===== config.mk =====
export PLATFORM = sky130hd
export DESIGN_NAME = mips_cpu_harvard
export DESIGN_NICKNAME = d
export VERILOG_FILES = /design/src/hw/mips_pkg.sv /design/src/hw/mips_decode_if.sv /design/src/hw/mips_decoder.sv /design/src/hw/mips_regfile.sv /design/src/hw/mips_alu.sv /design/src/hw/mips_pc.sv /design/src/hw/mips_cpu_harvard.sv
export SDC_FILE = /design/constraint.sdc
export NUM_CORES = 2
export LEC_CHECK = 0
export BUFFER_PORTS_ARGS = -buffer_cell sky130_fd_sc_hd__buf_2
export CAP_MARGIN = 20
export CORE_MARGIN = 2
export CORE_UTILIZATION = 55
export CTS_CLUSTER_SIZE = 20
export DETAILED_ROUTE_END_ITERATION = 8
export MAX_ROUTING_LAYER = met4
export PLACE_DENSITY = 0.74
export SETUP_SLACK_MARGIN = 0.05
export SLEW_MARGIN = 20
export SYNTH_ARGS = -nofsm -noshare
export SYNTH_HDL_FRONTEND = slang
export SYNTH_HIERARCHICAL = 1
export SYNTH_SLANG_ARGS = --single-unit

===== constraint.sdc =====
create_clock -name clk -period 6.3 [get_ports clk]
set_clock_uncertainty 0.2 [all_clocks]
set_input_delay 0 -clock clk [delete_from_list [all_inputs] [get_ports clk]]
set_output_delay 0 -clock clk [all_outputs]
set_load 0.02 [all_outputs]

===== src/hw/mips_pkg.sv =====
package mips_pkg;

    // Primary opcode field in instr[31:26]
    typedef enum logic [5:0] {
        OP_RTYPE = 6'h00,
        OP_J     = 6'h02,
        OP_JAL   = 6'h03,
        OP_BEQ   = 6'h04,
        OP_BNE   = 6'h05,
        OP_ADDIU = 6'h09,
        OP_SLTIU = 6'h0B,
        OP_ANDI  = 6'h0C,
        OP_ORI   = 6'h0D,
        OP_XORI  = 6'h0E,
        OP_LUI   = 6'h0F,
        OP_LW    = 6'h23,
        OP_SW    = 6'h2B
    } opcode_e;

    // Function field of R-type words in instr[5:0]
    typedef enum logic [5:0] {
        FN_SLL  = 6'h00,
        FN_SRL  = 6'h02,
        FN_JR   = 6'h08,
        FN_ADDU = 6'h21,
        FN_SUBU = 6'h23,
        FN_AND  = 6'h24,
        FN_OR   = 6'h25,
        FN_XOR  = 6'h26,
        FN_SLTU = 6'h2B
    } funct_e;

    typedef enum logic [3:0] {
        ALU_ADD,
        ALU_SUB,
        ALU_AND,
        ALU_OR,
        ALU_XOR,
        ALU_SLTU,
        ALU_SLL,
        ALU_SRL,
        ALU_LUI
    } alu_op_e;

    // Boot address in kseg1
    localparam logic [31:0] RESET_VECTOR = 32'hBFC0_0000;

endpackage


===== src/hw/mips_decode_if.sv =====
`timescale 1ns/1ps

interface mips_decode_if;
    logic              reg_dst;
    logic              alu_src_imm;
    logic              imm_zero_ext;
    logic              mem_read;
    logic              mem_write;
    logic              mem_to_reg;
    logic              reg_write;
    logic              link;
    logic              branch_eq;
    logic              branch_ne;
    logic              jump;
    logic              jump_reg;
    mips_pkg::alu_op_e alu_op;

    modport decoder (
        output reg_dst, alu_src_imm, imm_zero_ext, mem_read, mem_write, mem_to_reg,
        output reg_write, link, branch_eq, branch_ne, jump, jump_reg, alu_op
    );

    modport datapath (
        input reg_dst, alu_src_imm, imm_zero_ext, mem_read, mem_write, mem_to_reg,
        input reg_write, link, branch_eq, branch_ne, jump, jump_reg, alu_op
    );
endinterface


===== src/hw/mips_decoder.sv =====
`timescale 1ns/1ps

module mips_decoder (
    input  logic [31:0]     instr,
    mips_decode_if.decoder  dec
);
    mips_pkg::opcode_e opcode;
    mips_pkg::funct_e  funct;

    assign opcode = mips_pkg::opcode_e'(instr[31:26]);
    assign funct  = mips_pkg::funct_e'(instr[5:0]);

    always_comb begin
        // Default is a no-op with every write disabled
        dec.reg_dst      = 1'b0;
        dec.alu_src_imm  = 1'b0;
        dec.imm_zero_ext = 1'b0;
        dec.mem_read     = 1'b0;
        dec.mem_write    = 1'b0;
        dec.mem_to_reg   = 1'b0;
        dec.reg_write    = 1'b0;
        dec.link         = 1'b0;
        dec.branch_eq    = 1'b0;
        dec.branch_ne    = 1'b0;
        dec.jump         = 1'b0;
        dec.jump_reg     = 1'b0;
        dec.alu_op       = mips_pkg::ALU_ADD;

        case (opcode)
            mips_pkg::OP_RTYPE: begin
                dec.reg_dst   = 1'b1;
                dec.reg_write = 1'b1;
                case (funct)
                    mips_pkg::FN_ADDU: dec.alu_op = mips_pkg::ALU_ADD;
                    mips_pkg::FN_SUBU: dec.alu_op = mips_pkg::ALU_SUB;
                    mips_pkg::FN_AND:  dec.alu_op = mips_pkg::ALU_AND;
                    mips_pkg::FN_OR:   dec.alu_op = mips_pkg::ALU_OR;
                    mips_pkg::FN_XOR:  dec.alu_op = mips_pkg::ALU_XOR;
                    mips_pkg::FN_SLTU: dec.alu_op = mips_pkg::ALU_SLTU;
                    // Shift amount comes from the shamt field
                    mips_pkg::FN_SLL:  dec.alu_op = mips_pkg::ALU_SLL;
                    mips_pkg::FN_SRL:  dec.alu_op = mips_pkg::ALU_SRL;
                    mips_pkg::FN_JR: begin
                        dec.reg_write = 1'b0;
                        dec.jump_reg  = 1'b1;
                    end
                    default: dec.reg_write = 1'b0;
                endcase
            end
            mips_pkg::OP_ADDIU: begin
                dec.alu_src_imm = 1'b1;
                dec.reg_write   = 1'b1;
            end
            mips_pkg::OP_ANDI, mips_pkg::OP_ORI, mips_pkg::OP_XORI: begin
                dec.alu_src_imm  = 1'b1;
                dec.imm_zero_ext = 1'b1;
                dec.reg_write    = 1'b1;
                case (opcode)
                    mips_pkg::OP_ANDI: dec.alu_op = mips_pkg::ALU_AND;
                    mips_pkg::OP_ORI:  dec.alu_op = mips_pkg::ALU_OR;
                    default:           dec.alu_op = mips_pkg::ALU_XOR;
                endcase
            end
            mips_pkg::OP_LUI: begin
                dec.alu_src_imm = 1'b1;
                dec.reg_write   = 1'b1;
                dec.alu_op      = mips_pkg::ALU_LUI;
            end
            mips_pkg::OP_LW: begin
                dec.alu_src_imm = 1'b1;
                dec.mem_read    = 1'b1;
                dec.mem_to_reg  = 1'b1;
                dec.reg_write   = 1'b1;
            end
            mips_pkg::OP_SW: begin
                dec.alu_src_imm = 1'b1;
                dec.mem_write   = 1'b1;
            end
            // Branches compare rs and rt through the ALU zero flag
            mips_pkg::OP_BEQ: begin
                dec.branch_eq = 1'b1;
                dec.alu_op    = mips_pkg::ALU_SUB;
            end
            mips_pkg::OP_BNE: begin
                dec.branch_ne = 1'b1;
                dec.alu_op    = mips_pkg::ALU_SUB;
            end
            mips_pkg::OP_J: dec.jump = 1'b1;
            mips_pkg::OP_JAL: begin
                dec.jump      = 1'b1;
                dec.link      = 1'b1;
                dec.reg_write = 1'b1;
            end
            default: dec.alu_op = mips_pkg::ALU_ADD;
        endcase
    end

endmodule


===== src/hw/mips_regfile.sv =====
`timescale 1ns/1ps

module mips_regfile #(
    parameter int REG_COUNT = 32
) (
    input  logic        clk,
    input  logic        arst_n,
    input  logic        clk_enable,
    input  logic [4:0]  rd_index_a,
    input  logic [4:0]  rd_index_b,
    input  logic        wr_enable,
    input  logic [4:0]  wr_index,
    input  logic [31:0] wr_data,
    output logic [31:0] rd_data_a,
    output logic [31:0] rd_data_b,
    output logic [31:0] v0
);
    localparam int IDX_W = $clog2(REG_COUNT);

    logic [31:0] regs [REG_COUNT];

    // Upper index bits drop out in reduced variants
    assign rd_data_a = regs[rd_index_a[IDX_W-1:0]];
    assign rd_data_b = regs[rd_index_b[IDX_W-1:0]];
    assign v0        = regs[2];

    always_ff @(posedge clk or negedge arst_n) begin
        if (!arst_n) begin
            for (int i = 0; i < REG_COUNT; i++) begin
                regs[i] <= '0;
            end
        end else if (clk_enable && wr_enable && wr_index[IDX_W-1:0] != '0) begin
            // $0 is never written so it reads back as zero
            regs[wr_index[IDX_W-1:0]] <= wr_data;
        end
    end

endmodule


===== src/hw/mips_alu.sv =====
`timescale 1ns/1ps

module mips_alu (
    input  mips_pkg::alu_op_e alu_op,
    input  logic [31:0]       a,
    input  logic [31:0]       b,
    input  logic [4:0]        shamt,
    output logic [31:0]       result,
    output logic              zero
);

    always_comb begin
        case (alu_op)
            mips_pkg::ALU_ADD:  result = a + b;
            mips_pkg::ALU_SUB:  result = a - b;
            mips_pkg::ALU_AND:  result = a & b;
            mips_pkg::ALU_OR:   result = a | b;
            mips_pkg::ALU_XOR:  result = a ^ b;
            mips_pkg::ALU_SLTU: result = {31'd0, a < b};
            // Shifts act on rt
            mips_pkg::ALU_SLL:  result = b << shamt;
            mips_pkg::ALU_SRL:  result = b >> shamt;
            mips_pkg::ALU_LUI:  result = {b[15:0], 16'd0};
            default:            result = '0;
        endcase
    end

    // Equality test for BEQ and BNE
    assign zero = (result == 32'd0);

endmodule


===== src/hw/mips_pc.sv =====
`timescale 1ns/1ps

module mips_pc (
    input  logic            clk,
    input  logic            arst_n,
    input  logic            clk_enable,
    mips_decode_if.datapath dec,
    input  logic [25:0]     instr_index,
    input  logic [31:0]     imm_ext,
    input  logic [31:0]     reg_a,
    input  logic            zero,
    output logic [31:0]     pc,
    output logic [31:0]     pc_plus4,
    output logic            active
);
    logic        branch_taken;
    logic        halted;
    logic [31:0] next_pc;

    assign pc_plus4     = pc + 32'd4;
    assign branch_taken = (dec.branch_eq && zero) || (dec.branch_ne && !zero);

    // No delay slot so the target is taken directly
    always_comb begin
        if (branch_taken) begin
            next_pc = pc_plus4 + {imm_ext[29:0], 2'b00};
        end else if (dec.jump) begin
            next_pc = {pc_plus4[31:28], instr_index, 2'b00};
        end else if (dec.jump_reg) begin
            next_pc = reg_a;
        end else begin
            next_pc = pc_plus4;
        end
    end

    always_ff @(posedge clk or negedge arst_n) begin
        if (!arst_n) begin
            pc     <= mips_pkg::RESET_VECTOR;
            active <= 1'b0;
            halted <= 1'b0;
        end else if (clk_enable) begin
            if (active) begin
                pc <= next_pc;
                // Jump to address 0 ends execution
                if (next_pc == 32'd0) begin
                    active <= 1'b0;
                    halted <= 1'b1;
                end
            end else if (!halted) begin
                active <= 1'b1;
            end
        end
    end

endmodule


===== src/hw/mips_cpu_harvard.sv =====
`timescale 1ns/1ps

module mips_cpu_harvard #(
    parameter int REG_COUNT = 32
) (
    input  logic        clk,
    input  logic        arst_n,
    input  logic        clk_enable,
    output logic        active,
    output logic [31:0] register_v0,

    output logic [31:0] instr_address,
    input  logic [31:0] instr_readdata,

    output logic [31:0] data_address,
    output logic        data_write,
    output logic        data_read,
    output logic [31:0] data_writedata,
    input  logic [31:0] data_readdata
);
    logic [4:0]  rs;
    logic [4:0]  rt;
    logic [4:0]  rd;
    logic [15:0] imm;
    logic [31:0] imm_ext;
    logic [31:0] reg_a;
    logic [31:0] reg_b;
    logic [31:0] alu_b;
    logic [31:0] alu_result;
    logic        alu_zero;
    logic [4:0]  wr_index;
    logic [31:0] wr_data;
    logic [31:0] pc_plus4;

    mips_decode_if dec ();

    assign rs  = instr_readdata[25:21];
    assign rt  = instr_readdata[20:16];
    assign rd  = instr_readdata[15:11];
    assign imm = instr_readdata[15:0];

    mips_decoder u_decoder (
        .instr (instr_readdata),
        .dec   (dec)
    );

    // Logic immediates are zero-extended and the rest sign-extended
    assign imm_ext = dec.imm_zero_ext ? {16'd0, imm} : {{16{imm[15]}}, imm};
    assign alu_b   = dec.alu_src_imm ? imm_ext : reg_b;

    // JAL links into $31
    assign wr_index = dec.link ? 5'd31 : (dec.reg_dst ? rd : rt);

    always_comb begin
        if (dec.link) begin
            wr_data = pc_plus4;
        end else if (dec.mem_to_reg) begin
            wr_data = data_readdata;
        end else begin
            wr_data = alu_result;
        end
    end

    mips_regfile #(
        .REG_COUNT (REG_COUNT)
    ) u_regfile (
        .clk        (clk),
        .arst_n     (arst_n),
        .clk_enable (clk_enable),
        .rd_index_a (rs),
        .rd_index_b (rt),
        .wr_enable  (dec.reg_write && active),
        .wr_index   (wr_index),
        .wr_data    (wr_data),
        .rd_data_a  (reg_a),
        .rd_data_b  (reg_b),
        .v0         (register_v0)
    );

    mips_alu u_alu (
        .alu_op (dec.alu_op),
        .a      (reg_a),
        .b      (alu_b),
        .shamt  (instr_readdata[10:6]),
        .result (alu_result),
        .zero   (alu_zero)
    );

    mips_pc u_pc (
        .clk         (clk),
        .arst_n      (arst_n),
        .clk_enable  (clk_enable),
        .dec         (dec),
        .instr_index (instr_readdata[25:0]),
        .imm_ext     (imm_ext),
        .reg_a       (reg_a),
        .zero        (alu_zero),
        .pc          (instr_address),
        .pc_plus4    (pc_plus4),
        .active      (active)
    );

    // Memory strobes only while running
    assign data_address   = alu_result;
    assign data_writedata = reg_b;
    assign data_write     = dec.mem_write && active;
    assign data_read      = dec.mem_read && active;

endmodule


==> flow_summary.yaml <==
global_route:
  grt_pass1_vias: 70000
  grt_max_degree: 188
  grt_overflow: 0
  grt.total_usage: 0.490
  grt_pass1_wl_um: 474000
  antenna_found_initial: 15
floorplan:
  start_util: 0.555
  pin_count: 198
  dieWidth_um: 366
  rows: 132
  die_y_um: 366
  die-area_um2: 134000
  core-area_um2: 130000
worst_setup_path:
  critPathMaxFanout: 6
  worst_path_max_delay_cell: "nor4_4"
  startpoint: "u_regfile/regs[1000]$_DFFE_PN0P_"
  path_common_cell: "buf_6"
  max_stage_delay_ns: 0.61
  r2r-start: "u_regfile/regs[1000]$_DFFE_PN0P_"
  cp_num_buf_inv: 10
  cp.required_ns: 6.76
  cpLargestDelayFamily: "simple AND/OR/NAND/NOR gates"
  critPathKind: "reg -> reg"
  worstSetupEndpointType: "register"
  cp.arrival_ns: 8.81
  start_kind: "register"
timing:
  whs_ns: 0.0441
  setup-violations-final: 34
  layout_setup_ws_ns: -2.05
  max_freq_ghz: 0.120
  rsz0062_at_grt: "true"
  tns_ns: -45.47
  maxSlewHeadroom: 0.174
  fin_crit_sh: 1.33
  period_needed_ns: 8.35
  slew_viol_final: 0
  tightestPinTransition_ns: 1.24
  finalHoldViolations: 0
min_path:
  holdCritStartpoint: "instr_readdata[21]"
  min_path_type: "in -> reg"
synthesis:
  netlist_area_um2: 72100
  synthCells: 6912
  synth_fa_ha_area_frac: 0.0239
  synth.most_common_cell: "mux2i_1"
  syn-num-nets: 7115
  synthDistinctLibCells: 109
  synth-compound-area-share: 0.123
  yosys-top-cells-count: "mux2i_1 (1124), dfrtp_1 (1049), mux2_2 (977), nand2_1 (460), clkbuf_1 (349)"
  synth-seq-cells: 1058
  synth_ff_type: "dfrtp_1"
  synth-edff-count: 0
  synth-xor-area-share: 0.00693
  synth_top_area_frac: 0.364
  avgSynthCellArea_um2: 10.4
  synthSimpleGateAreaFrac: 0.0904
  async_flop_share: 1.00
  synth_top_family_by_area: "multiplexers"
  synthTopCellsByArea: "dfrtp_1 (36%), mux2i_1 (16%), mux2_2 (15%)"
  ys_warn_count: 6
  muxShareOfSynthArea: 0.334
  synth_largest_area_cell: "dfrtp_1"
  ys_seq_area_frac: 0.368
cells_and_area:
  drive_gt1_frac: 0.437
  fin_util: 0.728
  multiInputGateArea_um2: 43500
  register_area_um2: 26500
  nets: 8758
  instances_no_fill: 10400
  fillers: 9091
  syn_to_final_growth_pct: 31.1
job:
  drv_cap: 0
drt:
  vias: 69900
  drt-wirelength-per-cell_um: 31.7
  final_antenna_net_count: 0
  via_per_inst: 6.71
  first_pass_iters: 9
  wirelength_um: 329000
  drt_iter0_drc: 9744
  drc_errors: 0
clocking:
  cts-root-buf: "clkbuf_16"
  htreeDepth: 3
  clk_pin_slew_ns: 0.07
  cts_tree: "done"
  clk_path_buf_depth: 3
  cts.sinks: 1058
  numCtsBuffers: 112
  clkLatencyLatePin_ns: 0.78
placement:
  dp.cells: 10100
  portBuffers: 197
  routabilityCongestion: 1.13
  dp_hpwl_um: 234000
power:
  cellPowerDensity_nw_per_um2: 251
  total_power_mw: 23.7
  peakVddDrop_mv: 0.274
  p_leak_nw: 47.3
run_status:
  status: "complete, but fails checks"
  violations: "negative setup slack"
[final cells by class]
| type | instances | area share |
|---|---|---|
| tap | 1742 | 0.0231 |
| timing repair buffer | 2215 | 0.191 |
| clock inverter | 48 | 0.00550 |
| clock buffer | 160 | 0.0348 |
| sequential | 1058 | 0.280 |
| multi-input combinational | 5044 | 0.460 |
| antenna | 14 | 0.000371 |
| inverter | 124 | 0.00502 |
[repair_timing]
action / 4_1_cts / 5_1_grt
hold buffers: 49 / 0
setup buffers: 25 / 45
endpoints found under the setup margin: 136 / 130
endpoints found under the hold margin: 1551 / 0
resized for setup: 139 / 153
cloned: 1 / 0
pin swaps: 39 / 51
[worst register-to-register path: cells and delay by family (launching register included)]
kind / cells / cell delay, ns
buf+inv: 10 / 1.36
simple gates: 12 / 3.40
flops: 1 / 0.42
compound gates: 9 / 1.70
fa+ha+maj: 1 / 0.19
mux: 3 / 0.93
[routing by layer]
metal | wire, µm | share of wire | global-route usage | vias up
met4 | 25200 | 0.077 | 0.303 | 0
met2 | 144000 | 0.44 | 0.721 | 4843
met5 | 0 | 0 | - | -
met1 | 125000 | 0.38 | 0.611 | 34900
li1 | - | - | - | 28900
met3 | 35900 | 0.11 | 0.115 | 1284
[final timing paths]
path                                                   end  slack, ns  cells past startpoint
min in group asynchronous          u_pc/pc[12]$_DFFE_PN0P_       0.30                      4
hold / removal                     u_pc/pc[23]$_DFFE_PN1P_       0.04                      5
max in group asynchronous  u_regfile/regs[699]$_DFFE_PN0P_       4.19                      5
setup reg to reg                   u_pc/active$_DFFE_PN0P_      -2.05                     35
setup / recovery                   u_pc/active$_DFFE_PN0P_      -2.05                     35
hold reg to reg            u_regfile/regs[997]$_DFFE_PN0P_       0.20                      0
[sequential cells by signal, summed over array words and instances (netlist names)]
signal and flops:
u_pc/active 1, u_pc/halted 1, u_pc/pc 32, u_regfile/regs 992, u_regfile/v0 32
[report_power, final]
group / total (mW) / internal (mW) / switching, mW
Combinational: 9.13 / 3.77 / 5.36
Sequential: 7.72 / 7.29 / 0.421
Clock: 6.87 / 3.85 / 3.02
[through the flow]
stage | setup WS (ns) | instance area [µm²]
final | -2.05 | 94500
after global routing | -2.12 | 94500
after CTS | -1.73 | 93400
after detailed placement | -2.70 | 88300
after global placement | -2.89 | 88300
after floorplan | -0.666 | 72600
[cells in the final DEF (no fill, tap or decap), types with 41 or more instances in the layout]
cell type,n
inv_1,117
buf_4,1804
buf_12,119
buf_2,192
mux2i_1,1107
o21ai_0,107
dlygate4sd3_1,48
nand2_1,444
ha_1,126
o21ai_2,46
mux2_4,49
a31oi_1,81
a22o_1,135
a22oi_1,221
buf_6,41
a21oi_1,315
mux4_2,46
dfrtp_1,1049
mux2_2,974
nor2b_1,44
clkbuf_16,113
nor2_1,183
nor3_1,106
nand3_1,224
[logic make-up (layout without fill, tap and decap cells)]
family	count (synthesis)	after routing
compound gates	1311	1311
mux	2201	2202
other cells	0	14
xor+xnor	57	57
simple gates	1338	1338
fa+ha+maj	136	136
flops	1058	1058
buf+inv	811	2547
Note: power is estimated with default switching activity, not from simulation.
